File: src/core_defines.svh
`ifndef CORE_DEFINES_SVH
`define CORE_DEFINES_SVH

// core-wide widths

`define CORE_XLEN       64                  // integer register and datapath width
`define CORE_ILEN       32                  // base encoding only, no compressed

`define CORE_NREGS      32

// first fetch address out of reset
`define CORE_RESET_PC   64'h8000_0000

`endif

File: src/rv_isa_pkg.sv
`include "core_defines.svh"

package rv_isa_pkg;

    typedef logic [`CORE_XLEN-1:0]            xlen_t;
    typedef logic [`CORE_ILEN-1:0]            instr_t;
    typedef logic [$clog2(`CORE_NREGS)-1:0]   reg_idx_t;

    // major opcodes handled by this core
    typedef enum logic [6:0] {
        OPC_OP     = 7'b0110011,            // reg-reg
        OPC_OP_IMM = 7'b0010011,            // reg-imm
        OPC_LUI    = 7'b0110111
    } opcode_e;

    // funct3 values
    localparam logic [2:0] F3_ADD_SUB = 3'b000;
    localparam logic [2:0] F3_SLL     = 3'b001;
    localparam logic [2:0] F3_XOR     = 3'b100;
    localparam logic [2:0] F3_SRL     = 3'b101;
    localparam logic [2:0] F3_OR      = 3'b110;
    localparam logic [2:0] F3_AND     = 3'b111;

    localparam logic [6:0] F7_BASE    = 7'b0000000;
    localparam logic [6:0] F7_ALT     = 7'b0100000;  // sub

    typedef enum logic [3:0] {
        ALU_ADD,
        ALU_SUB,
        ALU_AND,
        ALU_OR,
        ALU_XOR,
        ALU_SLL,
        ALU_SRL,
        ALU_PASS_B                          // lui, operand b straight through
    } alu_op_e;

endpackage

File: src/core_pipe_pkg.sv
package core_pipe_pkg;

    import rv_isa_pkg::*;

    // fetch latch to decode
    typedef struct packed {
        xlen_t    pc;
        instr_t   instr;
    } fetch_pkt_t;

    // decode to execute
    typedef struct packed {
        xlen_t    pc;
        instr_t   instr;
        alu_op_e  alu_op;
        xlen_t    rs1_val;                  // regfile value, may be overridden by forwarding
        xlen_t    rs2_val;
        xlen_t    imm;
        logic     use_imm;                  // operand b from imm instead of rs2
        reg_idx_t rs1_idx;
        reg_idx_t rs2_idx;
        reg_idx_t rd_idx;
        logic     we;
        logic     illegal;
    } exec_pkt_t;

    // retire record, also the writeback payload
    typedef struct packed {
        xlen_t    pc;
        instr_t   instr;
        reg_idx_t rd;
        logic     we;
        xlen_t    data;
        logic     illegal;
    } commit_t;

endpackage

File: src/decode_stage.sv
`include "core_defines.svh"

module decode_stage import rv_isa_pkg::*, core_pipe_pkg::*; (
    input  fetch_pkt_t fetch_i,
    input  xlen_t      rs1_data_i,
    input  xlen_t      rs2_data_i,
    output reg_idx_t   rs1_idx_o,
    output reg_idx_t   rs2_idx_o,
    output exec_pkt_t  exec_o
);

    instr_t     instr;
    logic [6:0] opcode;
    logic [2:0] funct3;
    logic [6:0] funct7;
    xlen_t      imm_i;
    xlen_t      imm_u;

    assign instr  = fetch_i.instr;
    assign opcode = instr[6:0];
    assign funct3 = instr[14:12];
    assign funct7 = instr[31:25];

    assign imm_i = {{(`CORE_XLEN-12){instr[31]}}, instr[31:20]};
    assign imm_u = {{(`CORE_XLEN-32){instr[31]}}, instr[31:12], 12'b0};  // sign-extended on rv64

    assign rs1_idx_o = instr[19:15];
    assign rs2_idx_o = instr[24:20];

    always_comb begin
        exec_o         = '0;
        exec_o.pc      = fetch_i.pc;
        exec_o.instr   = instr;
        exec_o.alu_op  = ALU_ADD;
        exec_o.rs1_val = rs1_data_i;
        exec_o.rs2_val = rs2_data_i;
        exec_o.rs1_idx = rs1_idx_o;
        exec_o.rs2_idx = rs2_idx_o;
        exec_o.rd_idx  = instr[11:7];
        exec_o.we      = 1'b1;
        case (opcode)
            OPC_OP: begin
                case ({funct7, funct3})
                    {F7_BASE, F3_ADD_SUB}: exec_o.alu_op = ALU_ADD;
                    {F7_ALT,  F3_ADD_SUB}: exec_o.alu_op = ALU_SUB;
                    {F7_BASE, F3_SLL}:     exec_o.alu_op = ALU_SLL;
                    {F7_BASE, F3_XOR}:     exec_o.alu_op = ALU_XOR;
                    {F7_BASE, F3_SRL}:     exec_o.alu_op = ALU_SRL;
                    {F7_BASE, F3_OR}:      exec_o.alu_op = ALU_OR;
                    {F7_BASE, F3_AND}:     exec_o.alu_op = ALU_AND;
                    default:               exec_o.illegal = 1'b1;
                endcase
            end
            OPC_OP_IMM: begin
                exec_o.use_imm = 1'b1;
                exec_o.imm     = imm_i;
                case (funct3)                   // shifts by imm not supported
                    F3_ADD_SUB: exec_o.alu_op = ALU_ADD;
                    F3_XOR:     exec_o.alu_op = ALU_XOR;
                    F3_OR:      exec_o.alu_op = ALU_OR;
                    F3_AND:     exec_o.alu_op = ALU_AND;
                    default:    exec_o.illegal = 1'b1;
                endcase
            end
            OPC_LUI: begin
                exec_o.use_imm = 1'b1;
                exec_o.imm     = imm_u;
                exec_o.alu_op  = ALU_PASS_B;
            end
            default: exec_o.illegal = 1'b1;
        endcase
        if (exec_o.illegal) begin
            exec_o.we = 1'b0;               // illegal retires without a write
        end
    end

endmodule

File: config.mk
export PLATFORM = sky130hd
export DESIGN_NAME = decode_stage
export DESIGN_NICKNAME = d
export VERILOG_FILES = /design/src/rv_isa_pkg.sv /design/src/core_pipe_pkg.sv /design/src/decode_stage.sv
export VERILOG_INCLUDE_DIRS = /design/src
export SDC_FILE = /design/constraint.sdc
export NUM_CORES = 1
export LEC_CHECK = 0
export ABC_AREA = 1
export BUFFER_PORTS_ARGS = -buffer_cell sky130_fd_sc_hd__buf_4
export CAP_MARGIN = 20
export CELL_PAD_IN_SITES_DETAIL_PLACEMENT = 1
export CELL_PAD_IN_SITES_GLOBAL_PLACEMENT = 1
export CORE_AREA = 3 3 209 211
export DETAILED_ROUTE_END_ITERATION = 7
export DIE_AREA = 0 0 212 214
export PLACE_DENSITY_LB_ADDON = 0.12
export SLEW_MARGIN = 15
export SYNTH_ARGS = -nofsm -noshare
export SYNTH_HDL_FRONTEND = slang
export SYNTH_SLANG_ARGS = --single-unit
File: constraint.sdc
create_clock -name vclk -period 3.9
set_clock_uncertainty 0.1 [all_clocks]
set_input_delay 0.195 -clock vclk [all_inputs]
set_output_delay 0.195 -clock vclk [all_outputs]
set_load 0.1 [all_outputs]
Word-level counts from Yosys, hierarchy flattened --
Index checks and enable logic that the tools add are counted.
Storage, ports and cells: register bits after elaboration 0, input port bits 224, output and inout port bits 320, logic and storage cells 24
Operators by class: equality and inequality tests 12, multiplexer cells 8, reductions and logical operators 4
Operator list (count):
- $pmux W65 S2 | 1
- $eq A10 B3 Y1 const B | 4
- $pmux W3 S3 | 2
- $pmux W3 S6 | 1
- $eq A7 B6 Y1 const B | 2
- $eq A10 B1 Y1 const B | 1
- $eq A10 B9 Y1 const B | 1
- $logic_not A10 Y1 | 1
- $eq A3 B3 Y1 const B | 3
- $eq A7 B5 Y1 const B | 1
- $reduce_or A7 Y1 | 1
- $reduce_or A4 Y1 | 1
- $logic_not A3 Y1 | 1
- $mux W1 | 3
- $pmux W1 S3 | 1

Logic depth before layout (Yosys ltp) --
word-level depth 5, gate-level depth with buffers 9

Worst setup path after synthesis --
OpenSTA, ideal clock, no wires.
path kind input -> output, start input port fetch_i[1] in the netlist's numbering, end output port exec_o[50] in the netlist's numbering, data arrival time 3.894 ns, required time 3.605 ns, setup slack -0.289 ns, stages on the path 6, path buffers 2, cell sequence nand2_1 -> nor2_1 -> nand2_1 -> buf_2 -> a21oi_1 -> buf_4
RTL lines:
- start, declared | RTL line decode_stage.sv:4 | input fetch_pkt_t fetch_i,
- end, declared | RTL line decode_stage.sv:9 | output exec_pkt_t exec_o

==> flow_summary.yaml <==
route:
  final_antenna_net_count: 0
  routedWlPerCell_um: 13.75
  vias: 1739
  drt_iter0_markers: 61
  dr.pass1.iters: 4
  drc: 0
  routed_wl_mm: 11.23
  viasPerCell: 2.129
layout:
  stdcell_area_um2: 2366
  final_util_pct: 5.641
  multi_input_area_um2: 494.2
  design.seq.count: 0
  fin_nets: 504
  syn2layout_area_growth_pct: -14.05
  insertedDiodeCount: 0
  final_layout_size_suffix_gt1_share_pct: 59.71
  clock_buffers: 0
  regArea_um2: 0
  n_fill_cell: 5050
sta:
  slew_viol_final: 0
  layout_setup_ws_ns: 1.451
  min_period_ns: 2.449
  worst_pin_slew_ns: 0.6789
  tns_ns: 0
  max_freq_mhz: 408.3
  hold_viol: 0
  final.period_utilization_pct: 62.80
  max_slew_margin_pct: 54.63
  rsz0062_at_grt: "false"
  setup_viol: 0
floorplanning:
  dieArea_um2: 45370
  die_y_um: 214
  start_util_pct: 6.562
  core_um2: 41950
  die_x_um: 212
  rows: 75
  io_pins: 544
synth:
  synth_common_cells: "buf_4 (282), nand2_1 (41), nor2_1 (32)"
  yosys.area.top_type: "buf_4"
  mappedNetlistArea_um2: 2753
  synthDistinctLibCells: 14
  synth_top_cell_area_share_pct: 76.91
  syn_inst: 419
  syn_avg_cell_area_um2: 6.570
  syn-num-nets: 643
  yosys_warnings: 0
  netlist_top_cells_area: "buf_4 (77%), nand2_1 (5.6%), o21ai_2 (4.5%)"
  yosysMostFrequentCell: "buf_4"
  seq_area_frac_synth_pct: 0
global_route:
  grtUsageTotal_pct: 4.341
  grt_overflow_total: 0
  antenna_found_initial: 0
  grt_pass1_vias: 1725
  grt_pass1_wl_mm: 14.26
  grt_max_degree: 34
worst_hold_path:
  hp-class: "primary input to output port"
  hold-path-cell-count: 0
worst_setup_path:
  critical_path_required_ns: 3.61
  path_cells: "buf_4 > inv_1 > nand2_1 > nor2_1 > nand2_2 > inv_2 > nand2_2 > o21ai_2 > buf_4"
  crit_start: "fetch_i[6]"
  path_class: "primary input to output port"
  worst-path-buf-inv: 4
  crit_fanout: 20
  slowest_delay_ns: 0.40
  cp-start-kind: "primary input"
  crit_slowest_cell: "nand2_2"
  path_delay_family: "simple AND/OR/NAND/NOR gates"
  critPathArrivalTime_ns: 2.15
  critPathCapture: "exec_o[32]"
  endpoint_kind: "output port"
  crit_cells: 9
cts:
  cts-resized-gates: 0
  cts_setup_buffers: 0
  cts_hold_buffers: 0
place:
  hpwl_mm: 10.05
  io_buffer_count: 144
  place_ws_ns: 1.220
  gp_congestion: 0.6433
  place_area_um2: 2366
flow_run:
  maxCapViolations: 0
power:
  power.density_nw_per_um2: 143.0
  leakage_nw: 1.166
  vdd_drop_max_mv: 0.04899
outcome:
  status: "finished, final reports clean"
-- cells by family (layout without fill, tap and decap cells) --
family                 count (synthesis)  count (layout)  share of synthesized area, %
buffers and inverters                314             173                         82.18
other                                  1               1                        0.1362
and+or+nand+nor                       85              85                         12.32
AOI/OAI and AO/OA                     19              19                         5.364
-- power breakdown --
part           switching (W)  internal, W
Sequential                 0            0
Clock                      0            0
Combinational       0.000277    0.0000611
Total               0.000277    0.0000611
-- cell type report --
| cell class | instances | share of cell area [%] |
|---|---|---|
| repair buffers | 146 | 46.32 |
| multi-input cells | 105 | 20.89 |
| well taps | 539 | 28.50 |
| inverters | 27 | 4.283 |
-- stage by stage --
stage,hold WS (ns),power (W),cells
3_3_place_gp,0.2907,0.0003453,817
5_1_grt,0.2901,0.0003522,817
4_1_cts,0.2907,0.0003442,817
6_report,0.2900,0.0003384,817
2_1_floorplan,0.5015,0.001266,419
3_5_place_dp,0.2907,0.0003439,817
-- how the worst min path moves through the flow --
stage | slack (ns) | endpoint | from
2_1_floorplan | 0.50 | exec_o[100] | rs2_data_i[18]
3_3_place_gp | 0.29 | exec_o[103] | rs2_data_i[21]
3_5_place_dp | 0.29 | exec_o[103] | rs2_data_i[21]
4_1_cts | 0.29 | exec_o[103] | rs2_data_i[21]
5_1_grt | 0.29 | exec_o[171] | rs1_data_i[25]
6_report | 0.29 | exec_o[134] | rs2_data_i[52]
-- layout by cell type, fill, tap and decap left out --
| master | instances |
|---|---|
| nor2_1 | 32 |
| a21oi_1 | 1 |
| a21oi_2 | 1 |
| nand2_2 | 2 |
| inv_1 | 26 |
| nand2_1 | 41 |
| o21ai_0 | 3 |
| buf_4 | 146 |
| nor2_2 | 2 |
| o21ai_2 | 14 |
| nand3_1 | 8 |
| conb_1 | 1 |
| inv_2 | 1 |
-- per-layer routing --
layer	up-vias	wire [um]	GRT usage, %	part of all wire (%)
li1	688	-	-	-
met1	739	3590	4.069	32
met2	228	5177	7.445	46
met3	84	1865	2.578	17
met4	0	598	2.188	5.3
met5	-	0	0	0
(Power assumes the default switching activity.)
