`src/core_defines.svh`:
```
`ifndef CORE_DEFINES_SVH
`define CORE_DEFINES_SVH

// core-wide widths

`define CORE_XLEN       64                  // integer register and datapath width
`define CORE_ILEN       32                  // base encoding only, no compressed

`define CORE_NREGS      32

// first fetch address out of reset
`define CORE_RESET_PC   64'h8000_0000

`endif

```
`src/rv_isa_pkg.sv`:
```
`include "core_defines.svh"

package rv_isa_pkg;

    typedef logic [`CORE_XLEN-1:0]            xlen_t;
    typedef logic [`CORE_ILEN-1:0]            instr_t;
    typedef logic [$clog2(`CORE_NREGS)-1:0]   reg_idx_t;

    // major opcodes handled by this core
    typedef enum logic [6:0] {
        OPC_OP     = 7'b0110011,            // reg-reg
        OPC_OP_IMM = 7'b0010011,            // reg-imm
        OPC_LUI    = 7'b0110111
    } opcode_e;

    // funct3 values
    localparam logic [2:0] F3_ADD_SUB = 3'b000;
    localparam logic [2:0] F3_SLL     = 3'b001;
    localparam logic [2:0] F3_XOR     = 3'b100;
    localparam logic [2:0] F3_SRL     = 3'b101;
    localparam logic [2:0] F3_OR      = 3'b110;
    localparam logic [2:0] F3_AND     = 3'b111;

    localparam logic [6:0] F7_BASE    = 7'b0000000;
    localparam logic [6:0] F7_ALT     = 7'b0100000;  // sub

    typedef enum logic [3:0] {
        ALU_ADD,
        ALU_SUB,
        ALU_AND,
        ALU_OR,
        ALU_XOR,
        ALU_SLL,
        ALU_SRL,
        ALU_PASS_B                          // lui, operand b straight through
    } alu_op_e;

endpackage

```
`src/stage_reg.sv`:
```
module stage_reg import rv_isa_pkg::*; #(
    parameter type payload_t = xlen_t
) (
    input  logic     clk,
    input  logic     rst_i,
    input  logic     valid_i,
    input  payload_t data_i,
    output logic     valid_o,
    output payload_t data_o
);

    always_ff @(posedge clk) begin
        if (rst_i) begin
            valid_o <= 1'b0;
        end else begin
            valid_o <= valid_i;             // bubbles pass through as valid low
        end
    end

    // payload is don't-care while valid is low
    always_ff @(posedge clk) begin
        data_o <= data_i;
    end

endmodule

```
`config.mk`:
```
export PLATFORM = sky130hd
export DESIGN_NAME = stage_reg
export DESIGN_NICKNAME = d
export VERILOG_FILES = /design/src/rv_isa_pkg.sv /design/src/stage_reg.sv
export VERILOG_INCLUDE_DIRS = /design/src
export SDC_FILE = /design/constraint.sdc
export NUM_CORES = 1
export LEC_CHECK = 0
export BUFFER_PORTS_ARGS = -buffer_cell sky130_fd_sc_hd__clkbuf_2
export CAP_MARGIN = 15
export CORE_MARGIN = 8
export CORE_UTILIZATION = 38
export CTS_BUF_LIST = sky130_fd_sc_hd__clkbuf_4
export DETAILED_ROUTE_END_ITERATION = 8
export PLACE_DENSITY = 0.85
export SKIP_CTS_REPAIR_TIMING = 1
export SYNTH_ARGS = -nofsm -noshare
export SYNTH_HDL_FRONTEND = slang
export SYNTH_SLANG_ARGS = --single-unit
```
`constraint.sdc`:
```
create_clock -name clk -period 0.8 [get_ports clk]
set_clock_uncertainty 0.05 [all_clocks]
set_input_delay 0.2 -clock clk [delete_from_list [all_inputs] [get_ports clk]]
set_output_delay 0.2 -clock clk [all_outputs]
set_load 0.02 [all_outputs]
```
==> impl_metrics.toml, run 1 <==
[yosys]
ys_seq_area_share_pct = 99.0
synthMuxAreaShare_pct = 0
synth.cell_area_um2 = 1320
ys_types = 2
yosys_warnings = 0
yosys-top-cells-area = "dfxtp_1 99%, nor2b_4 1.0%"
synth-xor-area-share_pct = 0
synthCells = 66
synth_top_family_by_area = "simple AND/OR/NAND/NOR gates"
syn_nets = 133
synth_compound_area_share_pct = 0
synth_top_area_share_pct = 99.0
synth_fa_ha_area_share_pct = 0
synth_seq_cells = 65
post-synth-top-area-cell = "dfxtp_1"
synth-simple-area-share_pct = 1.05
synth_area_per_cell_um2 = 19.9

[grt]
grt_use_total_pct = 58.1
antenna_found_initial = 3
grt_max_degree = 11
grt_overflow = 19

[cts]
cts_root_buf = "clkbuf_4"
cts_buffer_depth = 2
cts_sinks = 65
cts_htree_levels = 3
cts_buffers = 9

[timing]
worst-endpoint-pin-kind = "top-level output"
worst_endpoint = "data_o[12]"

[die]
ios = 132
dieWidth_um = 74.8
die_h_um = 74.8
initial_utilization_pct = 39.4
rows = 21

[run_status]
status = "did not finish"
stop_error = "[ERROR GRT-0232] Routing congestion too high. Check the congestion heatmap in the GUI."
lastStage = "global routing"

[placement]
dpl_cell_area_um2 = 2030
place_ws_ps = 55.3
io_buffer_count = 131
gp_congestion = 0.671
## synthesized netlist by cell type (all sizes together)
| library cell | count |
|---|---|
| nor2b | 1 |
| dfxtp | 65 |
## cells by family after synthesis
group,count (synthesis)
flip-flops,65
AND/OR/NAND/NOR,1
## metrics by stage
step,std cells,hold slack [ps],TNS [ps]
floorplan,66,178,0
global placement,243,253,0
detailed placement,243,254,0
CTS,258,-156,-21740
## routing by layer
layer / GRT usage [%] / GRT overflow
met5: 6.00 / 0
met4: 62.6 / 13
met3: 47.3 / 0
met2: 72.6 / 6
met1: 55.1 / 0
==> run 2, diff against run 1 <==
Settings changed: CORE_UTILIZATION 38 to 36, CTS_BUF_LIST sky130_fd_sc_hd__clkbuf_4 to unset, PLACE_DENSITY 0.85 to unset, PLACE_DENSITY_LB_ADDON set to 0.15.
==> run 2 against run 1 <==
- the flow now finishes, with violations (setup timing)
- synthesized cell count is the same
- synthesized area is the same
==> impl_metrics.toml, run 2 <==
[finish]
drive_above_1_share_pct = 75.1
reg_top3 = "data_o x64, valid_o x1"
final_util_pct = 91.9
largest_reg_flops = 64
nets = 341
finalNonFillerCells = 326
multi_input_area_um2 = 13.8
top_register = "data_o"
regArea_um2 = 1380
fill_cells = 116
final_cell_mix = "66 x dlygate4sd3_1, 66 x clkbuf_2, 65 x dfxtp_2, 65 x buf_6, 9 x clkbuf_4"
syn2layout_area_growth_pct = 150

[cts]
cts_buffer_depth = 2
cts_root_buf = "clkbuf_4"
cts_buffers = 9
cts_tree = "yes"
clkTransAtPathRegs_ps = 100
cts_htree_levels = 3
cts_sinks = 65

[die]
rows = 22
die_h_um = 76.4
initial_utilization_pct = 36.7
core_area_um2 = 3580
ios = 132
die_area_um2 = 5840
dieWidth_um = 76.4

[route]
drc = 0
wirelength_um = 5800
ant_nets = 0
via_count = 1305
drt-pass1-iter-count = 4
routed_via_density = 4.00
avgRoutedWirePerCell_um = 17.8
drtIter0Drc = 30

[min_path]
hp-class = "in2reg"
whs_path_depth = 2
hp-start = "data_i[63]"
min_to = "data_o[63]$_DFF_P_"

[setup_path]
cp_slowest_stage_delay_ps = 350
crit_arrival_ps = 840
cp_slowest_cell = "dfxtp_2"
critical-path-top-delay-family = "flip-flops"
critPathRequiredTime_ps = 550
worstPathMaxFanout = 1
start_kind = "flop"
endpoint_kind = "primary output"
worstPathCellList = "buf_6"
crit_buf_inv = 1
criticalPathCategory = "reg2out"

[yosys]
synth.cell_area_um2 = 1320
async_flop_share_pct = 0
post-synth-top-area-cell = "dfxtp_1"
synth-edff-count = 0
synth_top_area_share_pct = 99.0
synth_seq_cells = 65
synth.most_common_cell = "dfxtp_1"
ys_types = 2
syn_nets = 133
yosys-top-cells-area = "dfxtp_1 99%, nor2b_4 1.0%"
synth_area_per_cell_um2 = 19.9
ys_seq_area_share_pct = 99.0
yosys_warnings = 0
synthCells = 66
ys.flop_type = "dfxtp_1"
synth_common_cells = "65 x dfxtp_1, 1 x nor2b_4"

[timing]
rsz0062_at_grt = "yes"
hold_viol = 0
setup_violations = 65
slew_violations = 0
worst_pin_slew_ps = 111
fmax_mhz = 917
slew_headroom_pct = 92.6
min_period_ps = 1090
fin_setup_tns_ps = -17080
period_share_pct = 136
layout_setup_ws_ps = -291

[grt]
grt_use_total_pct = 12.0
antenna_found_initial = 1
grt_max_degree = 10
grt_pass1_vias = 1140
grt_overflow = 0
grt_pass1_wl_um = 5370

[run_status]
violations = "setup timing"
status = "finished with violations"

[run]
drv_cap = 0

[placement]
gp_congestion = 0.659
place_ws_ps = 68.9
dp_cells = 245
io_buffer_count = 131

[power_and_ir_drop]
ir_worst_vdd_uv = 1780
power_per_cell_area_nw_per_um2 = 1930
p_leak_nw = 1.56
## run 2: cell counts after synthesis
Identical to the previous run, type by type.
## run 2: through the flow
step	power, mW	cell area [um2]	hold slack (ps)
finish	6.34	3290	423
floorplan	3.76	1320	178
detailed placement	4.09	2030	254
global placement	4.08	2030	253
CTS	5.82	2140	-152
global route	6.63	3290	391
## run 2: worst max path at each step
stage / from / slack (ps) / end / cells past startpoint
global placement: data_o[26]$_DFF_P_ / 90 / data_o[26] / 1
floorplan: data_o[0]$_DFF_P_ / 150 / data_o[0] / 0
CTS: data_o[57]$_DFF_P_ / -360 / data_o[57] / 1
global route: data_o[40]$_DFF_P_ / -340 / data_o[40] / 1
finish: data_o[40]$_DFF_P_ / -290 / data_o[40] / 1
detailed placement: data_o[57]$_DFF_P_ / 70 / data_o[57] / 1
## run 2: kinds of logic (layout without fill, tap and decap cells)
group	after synthesis	after routing	share of synthesized area, %
flip-flops	65	65	99.0
AND/OR/NAND/NOR	1	1	1.05
buffers and inverters	0	211	0
other	0	1	0
## run 2: metal layers
metal | GRT usage [%] | up-vias | part of all wire, %
met5 | 0 | - | 0
met4 | 7.50 | 0 | 2.7
met3 | 8.96 | 14 | 8.9
met2 | 22.0 | 81 | 61
met1 | 8.26 | 592 | 27
li1 | - | 618 | -
## run 2: cell type report
class	count	share of cell area (%)
Antenna cell	1	0.0761
Clock buffer	14	3.23
Multi-Input combinational cell	1	0.419
Sequential cell	65	42.0
Tap cell	48	1.83
Timing Repair Buffer	197	52.4
## run 2: where the power goes
group	switching [mW]	total [mW]	internal, mW	leakage [nW]
Clock	0.979	1.76	0.786	0.0593
Sequential	0.0888	3.53	3.44	0.549
Combinational	0.409	1.05	0.639	0.950
Power figures use the tool's default switching activity.
==> run 3, diff against run 2 <==
Settings changed: ABC_AREA set to 1, PLACE_DENSITY set to 0.81, PLACE_DENSITY_LB_ADDON 0.15 to unset.
==> run 3 against run 2 <==
- the flow still finishes with violations (setup timing)
- maximum frequency is 1.0% lower
- sequential power hardly changed
- total power is 8.9% higher
- synthesized area is 0.29% lower
- die area is 0.24% lower
- hold slack worse by 10 ps
- routed wire length is 1.4% higher
- synthesized cell count is 1.5% higher
- first-iteration DRC count is 20% higher
- via count is 0.61% lower
- clock power is 32% higher
- setup slack worse by 12 ps
==> impl_metrics.toml, run 3 <==
[yosys]
synth_area_per_cell_um2 = 19.6
synth-xor-area-share_pct = 0
synth-edff-count = 0
yosys-top-cells-area = "dfxtp_1 99%, nor2_2 0.48%, inv_1 0.29%"
synth_top_family_by_area = "simple AND/OR/NAND/NOR gates"
synth_seq_cells = 65
synthCells = 67
yosys_warnings = 0
synth_fa_ha_area_share_pct = 0
synthMuxAreaShare_pct = 0
synth.most_common_cell = "dfxtp_1"
post-synth-top-area-cell = "dfxtp_1"
synth_common_cells = "65 x dfxtp_1, 1 x inv_1, 1 x nor2_2"
ys.flop_type = "dfxtp_1"
synth_top_area_share_pct = 99.2
synth-simple-area-share_pct = 0.477
ys_seq_area_share_pct = 99.2
synth_compound_area_share_pct = 0
synth.cell_area_um2 = 1310
async_flop_share_pct = 0
ys_types = 3
syn_nets = 134

[finish]
final_util_pct = 92.9
largest_reg_flops = 64
nets = 342
top_register = "data_o"
drive_above_1_share_pct = 74.6
final_cell_mix = "66 x dlygate4sd3_1, 66 x clkbuf_2, 65 x dfxtp_2, 65 x buf_6, 9 x clkbuf_4"
reg_top3 = "data_o x64, valid_o x1"
syn2layout_area_growth_pct = 154

[power_and_ir_drop]
p_seq_share_pct = 51.1
power_frac_clock_pct = 33.7
switching_share_pct = 22.5
combPwrFrac_pct = 15.1
cellInternalPower_mw = 5.35
p_leak_nw = 1.58
p_total_mw = 6.91
power_per_cell_area_nw_per_um2 = 2080
power.switching_mw = 1.56
ir_worst_vdd_uv = 1770

[route]
drtIter0Drc = 36
via_count = 1297
drt-pass1-iter-count = 5
routed_via_density = 3.94
drc = 0
avgRoutedWirePerCell_um = 17.9
wirelength_um = 5880
ant_nets = 0

[grt]
grt_overflow = 0
grt_max_degree = 11
grt_pass1_wl_um = 5720
grt_pass1_vias = 1226
antenna_found_initial = 1
grt_use_total_pct = 12.8

[cts]
cts_root_buf = "clkbuf_4"
cts_buffers = 9
clkTransAtPathRegs_ps = 100
cts_sinks = 65
cts_htree_levels = 3
cts_tree = "yes"
cts_buffer_depth = 2

[min_path]
hp-class = "in2reg"
whs_path_depth = 2
min_to = "data_o[59]$_DFF_P_"
hp-start = "data_i[59]"

[timing]
worst_pin_slew_ps = 102
fmax_mhz = 907
fin_setup_tns_ps = -17320
layout_setup_ws_ps = -302
period_share_pct = 138
hold_viol = 0
min_period_ps = 1100
setup_violations = 65
rsz0062_at_grt = "yes"
slew_violations = 0
slew_headroom_pct = 93.2

[setup_path]
worstPathCellList = "buf_6"
criticalPathCategory = "reg2out"
start_kind = "flop"
cp_slowest_stage_delay_ps = 360
crit_arrival_ps = 850
critical-path-top-delay-family = "flip-flops"
worstPathMaxFanout = 1
critical_path_depth = 1
critPathRequiredTime_ps = 550
cp_slowest_cell = "dfxtp_2"
crit_buf_inv = 1
endpoint_kind = "primary output"

[die]
core_area_um2 = 3580
ios = 132
die_h_um = 76.4
dieWidth_um = 76.4
initial_utilization_pct = 36.6
rows = 22
die_area_um2 = 5830

[placement]
hpwl_um = 3150
place_ws_ps = 70.8
io_buffer_count = 131
gp_congestion = 0.698

[run]
drv_cap = 0

[run_status]
violations = "setup timing"
status = "finished with violations"
run 3: area by class of cell:
cell class | count | area, um2
fillers | 117 | 253
diodes | 1 | 2.50
clock buffers | 13 | 82.6
inverters | 1 | 3.75
well taps | 48 | 60.1
flip-flops and latches | 65 | 1380
clock inverters | 3 | 65.1
multi-input cells | 1 | 6.26
repair buffers | 197 | 1720
run 3: routing by layer:
layer / wire, um / global-route usage [%]
met3: 612 / 10.4
met5: 0 / 0
met2: 3370 / 21.4
met1: 1810 / 10.2
met4: 85 / 6.92
run 3: worst max-delay path by stage:
stage | from | end | slack, ps
3_3_place_gp | data_o[34]$_DFF_P_ | data_o[34] | 90
5_1_grt | data_o[17]$_DFF_P_ | data_o[17] | -350
3_5_place_dp | data_o[17]$_DFF_P_ | data_o[17] | 70
6_report | data_o[17]$_DFF_P_ | data_o[17] | -300
2_1_floorplan | data_o[0]$_DFF_P_ | data_o[0] | 150
4_1_cts | data_o[17]$_DFF_P_ | data_o[17] | -350
run 3: power by group through the flow:
| stage | Sequential [mW] | Combinational [mW] | Clock (mW) |
|---|---|---|---|
| after CTS | 3.46 | 0.564 | 2.36 |
| final | 3.53 | 1.05 | 2.33 |
| after global routing | 3.55 | 1.09 | 2.54 |
| after global placement | 3.52 | 0.555 | 0 |
| after detailed placement | 3.53 | 0.562 | 0 |
| after floorplan | 3.75 | 0.00283 | 0 |
run 3: per-stage QoR:
step | hold slack (ps) | cells | cell area (um2)
2_1_floorplan | 178 | 67 | 1310
3_3_place_gp | 253 | 246 | 2030
3_5_place_dp | 254 | 246 | 2030
4_1_cts | -152 | 262 | 2170
5_1_grt | 379 | 329 | 3330
6_report | 413 | 329 | 3330
run 3: logic make-up (layout without fill, tap and decap cells):
| kind of cell | after synthesis | count (layout) |
|---|---|---|
| DFF | 65 | 65 |
| and+or+nand+nor | 1 | 1 |
| buffers and inverters | 1 | 214 |
| other | 0 | 1 |
