===== config.mk =====
export PLATFORM = sky130hd
export DESIGN_NAME = forward_unit
export DESIGN_NICKNAME = d
export VERILOG_FILES = /design/src/rv_isa_pkg.sv /design/src/core_pipe_pkg.sv /design/src/forward_unit.sv
export VERILOG_INCLUDE_DIRS = /design/src
export SDC_FILE = /design/constraint.sdc
export NUM_CORES = 1
export LEC_CHECK = 0
export ABC_AREA = 1
export BUFFER_PORTS_ARGS = -buffer_cell sky130_fd_sc_hd__buf_2
export CAP_MARGIN = 40
export CORE_AREA = 2 2 239 241
export DETAILED_ROUTE_END_ITERATION = 12
export DIE_AREA = 0 0 241 243
export MAX_ROUTING_LAYER = met4
export SYNTH_ARGS = -nofsm -noshare
export SYNTH_HDL_FRONTEND = slang
export SYNTH_SLANG_ARGS = --single-unit

===== constraint.sdc =====
create_clock -name vclk -period 3.74
set_input_delay 0.748 -clock vclk [all_inputs]
set_output_delay 0.748 -clock vclk [all_outputs]
set_load 0.02 [all_outputs]

===== src/core_defines.svh =====
`ifndef CORE_DEFINES_SVH
`define CORE_DEFINES_SVH

// core-wide widths

`define CORE_XLEN       64                  // integer register and datapath width
`define CORE_ILEN       32                  // base encoding only, no compressed

`define CORE_NREGS      32

// first fetch address out of reset
`define CORE_RESET_PC   64'h8000_0000

`endif


===== src/rv_isa_pkg.sv =====
`include "core_defines.svh"

package rv_isa_pkg;

    typedef logic [`CORE_XLEN-1:0]            xlen_t;
    typedef logic [`CORE_ILEN-1:0]            instr_t;
    typedef logic [$clog2(`CORE_NREGS)-1:0]   reg_idx_t;

    // major opcodes handled by this core
    typedef enum logic [6:0] {
        OPC_OP     = 7'b0110011,            // reg-reg
        OPC_OP_IMM = 7'b0010011,            // reg-imm
        OPC_LUI    = 7'b0110111
    } opcode_e;

    // funct3 values
    localparam logic [2:0] F3_ADD_SUB = 3'b000;
    localparam logic [2:0] F3_SLL     = 3'b001;
    localparam logic [2:0] F3_XOR     = 3'b100;
    localparam logic [2:0] F3_SRL     = 3'b101;
    localparam logic [2:0] F3_OR      = 3'b110;
    localparam logic [2:0] F3_AND     = 3'b111;

    localparam logic [6:0] F7_BASE    = 7'b0000000;
    localparam logic [6:0] F7_ALT     = 7'b0100000;  // sub

    typedef enum logic [3:0] {
        ALU_ADD,
        ALU_SUB,
        ALU_AND,
        ALU_OR,
        ALU_XOR,
        ALU_SLL,
        ALU_SRL,
        ALU_PASS_B                          // lui, operand b straight through
    } alu_op_e;

endpackage


===== src/core_pipe_pkg.sv =====
package core_pipe_pkg;

    import rv_isa_pkg::*;

    // fetch latch to decode
    typedef struct packed {
        xlen_t    pc;
        instr_t   instr;
    } fetch_pkt_t;

    // decode to execute
    typedef struct packed {
        xlen_t    pc;
        instr_t   instr;
        alu_op_e  alu_op;
        xlen_t    rs1_val;                  // regfile value, may be overridden by forwarding
        xlen_t    rs2_val;
        xlen_t    imm;
        logic     use_imm;                  // operand b from imm instead of rs2
        reg_idx_t rs1_idx;
        reg_idx_t rs2_idx;
        reg_idx_t rd_idx;
        logic     we;
        logic     illegal;
    } exec_pkt_t;

    // retire record, also the writeback payload
    typedef struct packed {
        xlen_t    pc;
        instr_t   instr;
        reg_idx_t rd;
        logic     we;
        xlen_t    data;
        logic     illegal;
    } commit_t;

endpackage


===== src/forward_unit.sv =====
module forward_unit import rv_isa_pkg::*, core_pipe_pkg::*; (
    input  exec_pkt_t exec_i,
    input  commit_t   wb_i,
    input  logic      wb_valid_i,
    output xlen_t     rs1_val_o,
    output xlen_t     rs2_val_o
);

    logic wb_writes;
    logic hit_rs1;
    logic hit_rs2;

    // only a valid, writing, non-x0 record can forward
    assign wb_writes = wb_valid_i && wb_i.we && (wb_i.rd != '0);

    assign hit_rs1 = wb_writes && (wb_i.rd == exec_i.rs1_idx);
    assign hit_rs2 = wb_writes && (wb_i.rd == exec_i.rs2_idx);

    assign rs1_val_o = hit_rs1 ? wb_i.data : exec_i.rs1_val;
    assign rs2_val_o = hit_rs2 ? wb_i.data : exec_i.rs2_val;

endmodule


* Word-level counts from Yosys, hierarchy flattened *
Cells that the tools add are included.

storage, ports and cells
  bits in registers = 0
  input port bits = 478
  output and inout bits = 128
  logic and storage cells = 9

operators by class
  equal/unequal tests = 2
  muxes and demuxes = 2
  reductions and logical operators = 5

operators by type and width
  cell                 count
  $mux W64             2
  $eq A5 B5 Y1         2
  $reduce_bool A5 Y1   1
  $logic_and A1 B1 Y1  4

* Logic depth before layout (Yosys ltp) *
Gate-level depths: netlist of run 1.

  depth in word-level cells = 4
  gate-level depth with buffers = 9
  depth with buffers taken out = 8

* Worst setup path before layout of run 1 *
Ideal clock, no wire load.

  kind = input to output
  start = in wb_i[70] in the netlist's numbering
  end = out rs1_val_o[10]
  arrival time = 1.664 ns
  required time = 2.992 ns
  path slack = 1.328 ns
  stages on the path = 6
  buffers on the path = 2
  path through = xor2_1 nor2_2 buf_12 buf_12 nand4_1 nand2_1

on the way
  longest elaborated chain between the ends = 4
  elaborated cells on any way between the ends = 5
  classes of those cells = eq/ne (1); mux (1); reduce/logical (3)

RTL lines
  what                     line                RTL
  start, declared          forward_unit.sv:3   input commit_t wb_i,
  $reduce_bool A5 Y1       forward_unit.sv:14  assign wb_writes = wb_valid_i && wb_i.we && (wb_i.rd != '0);
  $logic_and A1 B1 Y1      forward_unit.sv:14
  $logic_and A1 B1 Y1 (*)  forward_unit.sv:16  assign hit_rs1 = wb_writes && (wb_i.rd == exec_i.rs1_idx);
  $mux W64 (*)             forward_unit.sv:19  assign rs1_val_o = hit_rs1 ? wb_i.data : exec_i.rs1_val;
  end, declared            forward_unit.sv:5   output xlen_t rs1_val_o,

Every way passes the cells marked *; elsewhere a longest branch is shown, timed or not.

* Worst setup path after layout of run 1 *
  start = in wb_i[70] in the netlist's numbering
  end = out rs1_val_o[63]

The elaborated chain is that of the path after synthesis.

==> flow_summary.yaml, run 1 <==
synthesis:
  synth-simple-area-share_pct: 74.8
  syn_nets: 945
  synth.most_common_cell: "nand2_1"
  synth_area_per_cell_um2: 5.13
  synth_area_um2: 2400
  synth_commonest_cells: "268 x nand2_1, 66 x nand3_1, 64 x nand4_1, 25 x buf_6, 8 x buf_4"
  synth_largest_area_cell: "nand2_1"
  syn-instance-count: 467
  yosysUniqueCellTypes: 15
  yosys.area_share.xor_xnor_pct: 2.56
  synth_compound_area_share_pct: 0
  synthMuxAreaShare_pct: 0
  ys_seq_area_share_pct: 0
  synthTopCellsByArea: "nand2_1 42%, nand4_1 17%, nand3_1 14%"
  ys_warn_count: 0
  synth_top_family_by_area: "simple AND/OR/NAND/NOR gates"
  yosys.area.top_type_share_pct: 42.0
  synth_fa_ha_area_share_pct: 0
sta:
  drv_slew: 0
  fin_setup_tns_ps: 0
  maxSlewHeadroom_pct: 62.2
  fin_crit_ps: 3190
  rsz0062_at_grt: "no"
  fmax_ghz: 0.314
  setup_viol: 0
  finalHoldViolations: 0
  final.hold.worst_slack_ps: 1800
  tightest_slew_ps: 567
  fin_crit_sh_pct: 85.3
min_path:
  hold_class: "in -> out"
  hold_end: "rs2_val_o[11]"
  hold_depth: 4
  hp-start: "exec_i[93]"
die:
  die_area_um2: 58600
  dieHeight_um: 243
  die_w_um: 241
  ios: 606
  coreArea_um2: 56000
  rows: 87
  start_util_pct: 4.28
cells_and_area:
  syn_to_final_growth_pct: 97.5
  final_layout_size_suffix_gt1_share_pct: 46.5
  multi_input_area_um2: 1880
  n_fill_cell: 6755
  layout.nets: 1250
  clock_buffers: 0
  regArea_um2: 0
  design.seq.count: 0
worst_setup_path:
  arrival_ps: 2440
  worstSetupPathType: "in -> out"
  crit_path_end_kind: "output pin"
  crit_fanout: 43
  cp-start-kind: "primary input"
  crit_required_ps: 2990
flow_run:
  drv_cap: 0
detailed_routing:
  ant_nets: 0
  firstDrtPassIters: 4
  drc: 0
  avgRoutedWirePerCell_um: 14.1
  drt_iter0_drc: 150
  drt-total-wl_um: 21700
  detail_route.vias_per_cell: 2.85
  vias: 4399
global_routing:
  grt_pass1_wl_um: 28200
  grt-ovfl-total: 0
  antenna_found_initial: 15
  grt.total_usage_pct: 7.03
  grt_max_degree: 65
  grt_pass1_vias: 4231
power_and_ir_drop:
  total_power_w: 0.000530
  power_frac_seq_pct: 0
  p_leak_nw: 2.59
  power_density_nw_per_um2: 112
  power.switching_w: 0.000347
  p_comb_share_pct: 100.0
  pwr-share-clk_pct: 0
  intPower_w: 0.000183
  ir_drop_mv: 0.0434
  p_sw_share_pct: 65.4
clock_network:
  cts_setup_buffers: 0
  ctsHoldBuffers: 0
  cts_resized: 0
placed_design:
  place_hpwl_um: 18800
  gp_congestion: 0.855
  numPortBuffers: 337
run_status:
  status: "finished, final reports clean"
## worst max-delay path by stage
stage | endpoint | cells after the start | from
floorplan | rs1_val_o[10] | 6 | wb_i[70]
global placement | rs1_val_o[63] | 7 | wb_i[70]
detailed placement | rs1_val_o[43] | 7 | wb_i[70]
CTS | rs1_val_o[43] | 7 | wb_i[70]
global route | rs1_val_o[43] | 7 | wb_i[70]
finish | rs1_val_o[63] | 9 | wb_i[70]
## power groups by stage
| stage | combinational [W] | sequential, W | clock [W] |
|---|---|---|---|
| finish | 0.000530 | 0 | 0.000000000455 |
| global route | 0.000582 | 0 | 0.000000000501 |
| CTS | 0.000537 | 0 | 0 |
| detailed placement | 0.000535 | 0 | 0 |
| global placement | 0.000535 | 0 | 0 |
| floorplan | 0.000303 | 0 | 0 |
## per-layer routing
layer  vias to the layer above  track usage, %  wire length [um]
met5                         -               -                 0
met4                         0           0.871               349
met3                        22            3.62              3180
met2                       286            12.4              9930
met1                      1907            7.07              8230
li1                       2184               -                 -
## cells in the final DEF (no fill, tap or decap), drive strengths merged
| cell | n |
|---|---|
| nand2 | 269 |
| nor2 | 6 |
| xor2 | 5 |
| buf | 350 |
| nand3 | 67 |
| nand4 | 64 |
| inv | 7 |
| diode | 15 |
| xnor2 | 2 |
## final cells by class
| cell class | instances | area share, % |
|---|---|---|
| antenna | 15 | 0.793 |
| timing repair buffer | 350 | 39.0 |
| multi-input combinational | 413 | 39.7 |
| tap | 756 | 20.0 |
| inverter | 7 | 0.555 |
## through the flow
| step | area, um^2 | util, % | setup WS [ps] | instances |
|---|---|---|---|---|
| 2_1_floorplan | 2400 | - | 1330 | 467 |
| 6_report | 4740 | 8.46 | 551 | 1541 |
| 3_5_place_dp | 4700 | 8.40 | 491 | 1526 |
| 4_1_cts | 4700 | 8.40 | 487 | 1526 |
| 5_1_grt | 4730 | 8.46 | 385 | 1540 |
| 3_3_place_gp | 4700 | 8.40 | 495 | 1526 |
## logic make-up after synthesis
kind of cell	count (synthesis)
xor gates and xnor gates	7
buffers and inverters	54
and+or+nand+nor	406
## worst max-delay path, cell delays in order
cell	delay, ps
buf_2	160
nor2_1	60
nand3_1	70
nand2_1	100
inv_2	120
buf_4	480
nand4_1	360
nand2_1	140
buf_2	180
Power figures use the tool's default switching activity.
==> run 2, diff against run 1 <==
==> constraint.sdc (replaced) <==
create_clock -name vclk -period 4.05
set_input_delay 0.81 -clock vclk [all_inputs]
set_output_delay 0.81 -clock vclk [all_outputs]
set_load 0.005 [all_outputs]
==> flow_summary.yaml, run 2 (same netlist as run 1, synthesis figures left out) <==
global_routing:
  antenna_found_initial: 14
  grt_pass1_vias: 4104
  grt-ovfl-total: 0
  grt_max_degree: 65
  grt_pass1_wl_um: 27700
  grt.total_usage_pct: 6.94
detailed_routing:
  drt_iter0_drc: 186
  firstDrtPassIters: 4
  avgRoutedWirePerCell_um: 14.0
  detail_route.vias_per_cell: 2.86
  drc: 0
  vias: 4402
  drt-total-wl_um: 21600
  ant_nets: 0
power_and_ir_drop:
  p_leak_nw: 2.57
  p_comb_share_pct: 100.0
  power.switching_w: 0.000237
  pwr-share-clk_pct: 0
  ir_drop_mv: 0.0465
  intPower_w: 0.000163
  power_frac_seq_pct: 0
  power_density_nw_per_um2: 85.6
  p_sw_share_pct: 59.2
worst_setup_path:
  arrival_ps: 2690
  crit_required_ps: 3240
  cp-start-kind: "primary input"
  crit_fanout: 64
  crit_path_end_kind: "output pin"
  worstSetupPathType: "in -> out"
die:
  coreArea_um2: 56000
  dieHeight_um: 243
  die_area_um2: 58600
  ios: 606
  die_w_um: 241
  start_util_pct: 4.28
  rows: 87
cells_and_area:
  regArea_um2: 0
  design.seq.count: 0
  clock_buffers: 0
  final_cells: 1538
  fin_area_um2: 4670
  layout.nets: 1249
  syn_to_final_growth_pct: 94.9
  layout_common_cells: "337 x buf_2, 268 x nand2_1, 66 x nand3_1"
  final_common_cell: "buf_2"
  final_layout_size_suffix_gt1_share_pct: 46.4
sta:
  fin_setup_tns_ps: 0
  setup_viol: 0
  drv_slew: 0
  maxSlewHeadroom_pct: 45.3
  tightest_slew_ps: 820
  fmax_ghz: 0.285
  finalHoldViolations: 0
  fin_crit_sh_pct: 86.5
  worst_slack_ps: 545
  rsz0062_at_grt: "no"
  fin_crit_ps: 3500
clock_network:
  cts_resized: 0
  cts_setup_buffers: 0
  ctsHoldBuffers: 0
placed_design:
  place_hpwl_um: 18500
  numPortBuffers: 337
  place_worst_setup_slack_ps: 493
  gp_congestion: 0.833
  placedInstanceArea_um2: 4640
  dp.cells: 1525
min_path:
  hold_class: "in -> out"
run_status:
  status: "finished, final reports clean"
flow_run:
  drv_cap: 0
## run 2: cell count changes in the layout (fill, tap and decap cells not counted)
cell / delta
buf_4: +3
diode_2: -2
buf_12: -4
## run 2: area by class of cell
cell class                 count  area, um^2
multi-input combinational    413        1880
timing repair buffer         349        1790
inverter                       7        26.3
tap                          756         946
fill                        6744       51300
antenna                       13        32.5
## run 2: per-layer routing
metal / track usage, % / wire, um / vias up
met5: - / 0 / -
met4: 0.871 / 240 / 0
met3: 3.70 / 3400 / 18
met2: 12.3 / 9900 / 314
met1: 6.86 / 8060 / 1895
li1: - / - / 2175
## run 2: worst max-delay path, cell delays in order
cell,delay (ps)
buf_2,160
nor2_1,60
nand3_1,80
nand2_1,100
inv_2,90
buf_4,640
nand4_1,440
nand2_1,160
buf_2,130
## run 2: final timing paths
check                   from             to  slack (ps)  cells past startpoint
setup / recovery    wb_i[70]  rs1_val_o[63]         550                      9
hold / removal    exec_i[88]   rs2_val_o[6]        1870                      4
## run 2: power by group through the flow
stage               registers [W]  clock network, W  logic, W
finish                          0    0.000000000431  0.000400
global placement                0                 0  0.000407
CTS                             0                 0  0.000407
global route                    0    0.000000000430  0.000449
detailed placement              0                 0  0.000405
floorplan                       0                 0  0.000194
## run 2: metrics by stage
stage	power (W)	hold WS, ps	util, %
after floorplan	0.000194	1710	-
final	0.000400	1870	8.35
after detailed placement	0.000405	1870	8.29
after global routing	0.000449	1890	8.35
after CTS	0.000407	1880	8.29
after global placement	0.000407	1870	8.29
==> run 3, diff against run 2 <==
--- a/config.mk
+++ b/config.mk
@@ -6,7 +6,6 @@
 export SDC_FILE = /design/constraint.sdc
 export NUM_CORES = 1
 export LEC_CHECK = 0
-export ABC_AREA = 1
 export BUFFER_PORTS_ARGS = -buffer_cell sky130_fd_sc_hd__buf_2
 export CAP_MARGIN = 40
 export CORE_AREA = 2 2 239 241
==> flow_summary.yaml, run 3 <==
cells_and_area:
  layout.nets: 964
  n_fill_cell: 6647
  clock_buffers: 0
  syn_to_final_growth_pct: 129
  final_common_cell: "buf_2"
  design.seq.count: 0
  regArea_um2: 0
  final_util_pct: 8.06
  final_layout_size_suffix_gt1_share_pct: 97.3
  final_cells: 1242
  layout_common_cells: "337 x buf_2, 67 x mux2_2, 60 x mux2_4"
placed_design:
  dp.cells: 1240
  numPortBuffers: 337
  place_hpwl_um: 11800
  gp_congestion: 0.729
sta:
  fin_crit_sh_pct: 86.9
  drv_slew: 0
  finalHoldViolations: 0
  rsz0062_at_grt: "no"
  fin_crit_ps: 3520
  tightest_slew_ps: 754
  fin_setup_tns_ps: 0
  fmax_ghz: 0.284
  final.hold.worst_slack_ps: 1910
  setup_viol: 0
  maxSlewHeadroom_pct: 49.7
synthesis:
  synth.most_common_cell: "mux2_2"
  yosys.area.top_type_share_pct: 45.6
  syn-instance-count: 156
  synth_commonest_cells: "67 x mux2_2, 60 x mux2_4, 12 x buf_6, 6 x xnor2_1, 4 x xor2_1"
  synth_area_um2: 1970
  synth_area_per_cell_um2: 12.7
  yosysUniqueCellTypes: 10
  ys_seq_area_share_pct: 0
  synth_largest_area_cell: "mux2_4"
  syn_nets: 634
  ys_warn_count: 0
  synthTopCellsByArea: "mux2_4 46%, mux2_2 38%, buf_6 6.8%"
worst_setup_path:
  crit_chain: "buf_2 -> or4_4 -> o211ai_4 -> nor4_4 -> buf_4 -> mux2_4 -> buf_2"
  crit_fanout: 39
  endpoint: "rs1_val_o[38]"
  cpLargestDelayFamily: "simple AND/OR/NAND/NOR gates"
  arrival_ps: 2710
  crit_required_ps: 3240
  slowest_stage: "or4_4"
  cp.depth: 7
  cp-start-kind: "primary input"
  worstSetupPathType: "in -> out"
  cp_common_cell: "buf_2"
  worst-path-buf-inv: 3
  crit_path_end_kind: "output pin"
  worstSetupStartpoint: "wb_i[69]"
  cpPeakStageDelay_ps: 540
flow_run:
  drv_cap: 0
detailed_routing:
  vias: 2661
  drt_iter0_drc: 29
  ant_nets: 0
  avgRoutedWirePerCell_um: 10.3
  drc: 0
  detail_route.vias_per_cell: 2.14
  firstDrtPassIters: 2
  drt-total-wl_um: 12800
clock_network:
  ctsHoldBuffers: 0
  cts_setup_buffers: 0
  cts_resized: 0
die:
  rows: 87
  coreArea_um2: 56000
  die_w_um: 241
  die_area_um2: 58600
  dieHeight_um: 243
  start_util_pct: 3.53
  ios: 606
run_status:
  status: "finished, final reports clean"
global_routing:
  grt_pass1_vias: 2433
  grt_pass1_wl_um: 15500
  grt_max_degree: 65
  grt.total_usage_pct: 3.86
  antenna_found_initial: 2
  grt-ovfl-total: 0
power_and_ir_drop:
  ir_drop_mv: 0.0287
  p_leak_nw: 2.04
  power_density_nw_per_um2: 70.9
min_path:
  hold_class: "in -> out"
-- run 3: cell types whose count changed in the layout (fill, tap and decap cells not counted), sizes merged, moves of 7 or more --
cell   change
mux2     +128
nand4     -64
inv        -7
buf        -9
nand3     -65
diode     -11
nand2    -269
-- run 3: how the worst min path moves through the flow --
| stage | start | endpoint | slack [ps] | depth (start not counted) |
|---|---|---|---|---|
| 2_1_floorplan | exec_i[96] | rs2_val_o[14] | 1730 | 1 |
| 6_report | exec_i[140] | rs2_val_o[58] | 1910 | 3 |
| 5_1_grt | exec_i[170] | rs1_val_o[24] | 1920 | 3 |
| 4_1_cts | exec_i[182] | rs1_val_o[36] | 1910 | 3 |
| 3_5_place_dp | exec_i[92] | rs2_val_o[10] | 1910 | 3 |
| 3_3_place_gp | exec_i[175] | rs1_val_o[29] | 1910 | 3 |
-- run 3: report_power, final --
part | leakage [nW] | switching (W) | total, W | internal (W)
sequential | 0 | 0 | 0 | 0
combinational | 2.04 | 0.000121 | 0.000320 | 0.000199
clock | 0.0000127 | 0 | 0.0000000000627 | 0.0000000000627
total | 2.04 | 0.000121 | 0.000320 | 0.000199
-- run 3: cell type report --
type	count	area [um^2]	share of cell area, %
Multi-Input combinational cell	144	1840	40.8
Timing Repair Buffer	340	1720	38.2
Tap cell	756	946	21.0
Antenna cell	2	5.00	0.111
-- run 3: logic make-up after synthesis --
logic type             after synthesis  synth area share, %
AO/OA/AOI/OAI                        1                 1.08
XOR/XNOR                            10                 4.44
buffers and inverters               12                 6.84
multiplexers                       128                 84.4
AND/OR/NAND/NOR                      5                 3.23
-- run 3: through the flow --
stage | cell area [um^2] | total power, W | worst slack [ps]
6_report | 4510 | 0.000320 | 530
5_1_grt | 4510 | 0.000351 | 451
4_1_cts | 4510 | 0.000326 | 508
3_5_place_dp | 4510 | 0.000324 | 508
3_3_place_gp | 4510 | 0.000323 | 505
2_1_floorplan | 1970 | 0.000123 | 1010
-- run 3: routing by layer --
metal  GRT usage (%)  share of wire [%]
met1            4.53                 43
met2            7.32                 48
met3           0.387                9.0
met4           0.236                  0
met5               -                  0
-- run 3: worst min-delay path, stage by stage --
cell and delay [ps]:
buf_2 70, mux2_2 120, buf_2 100
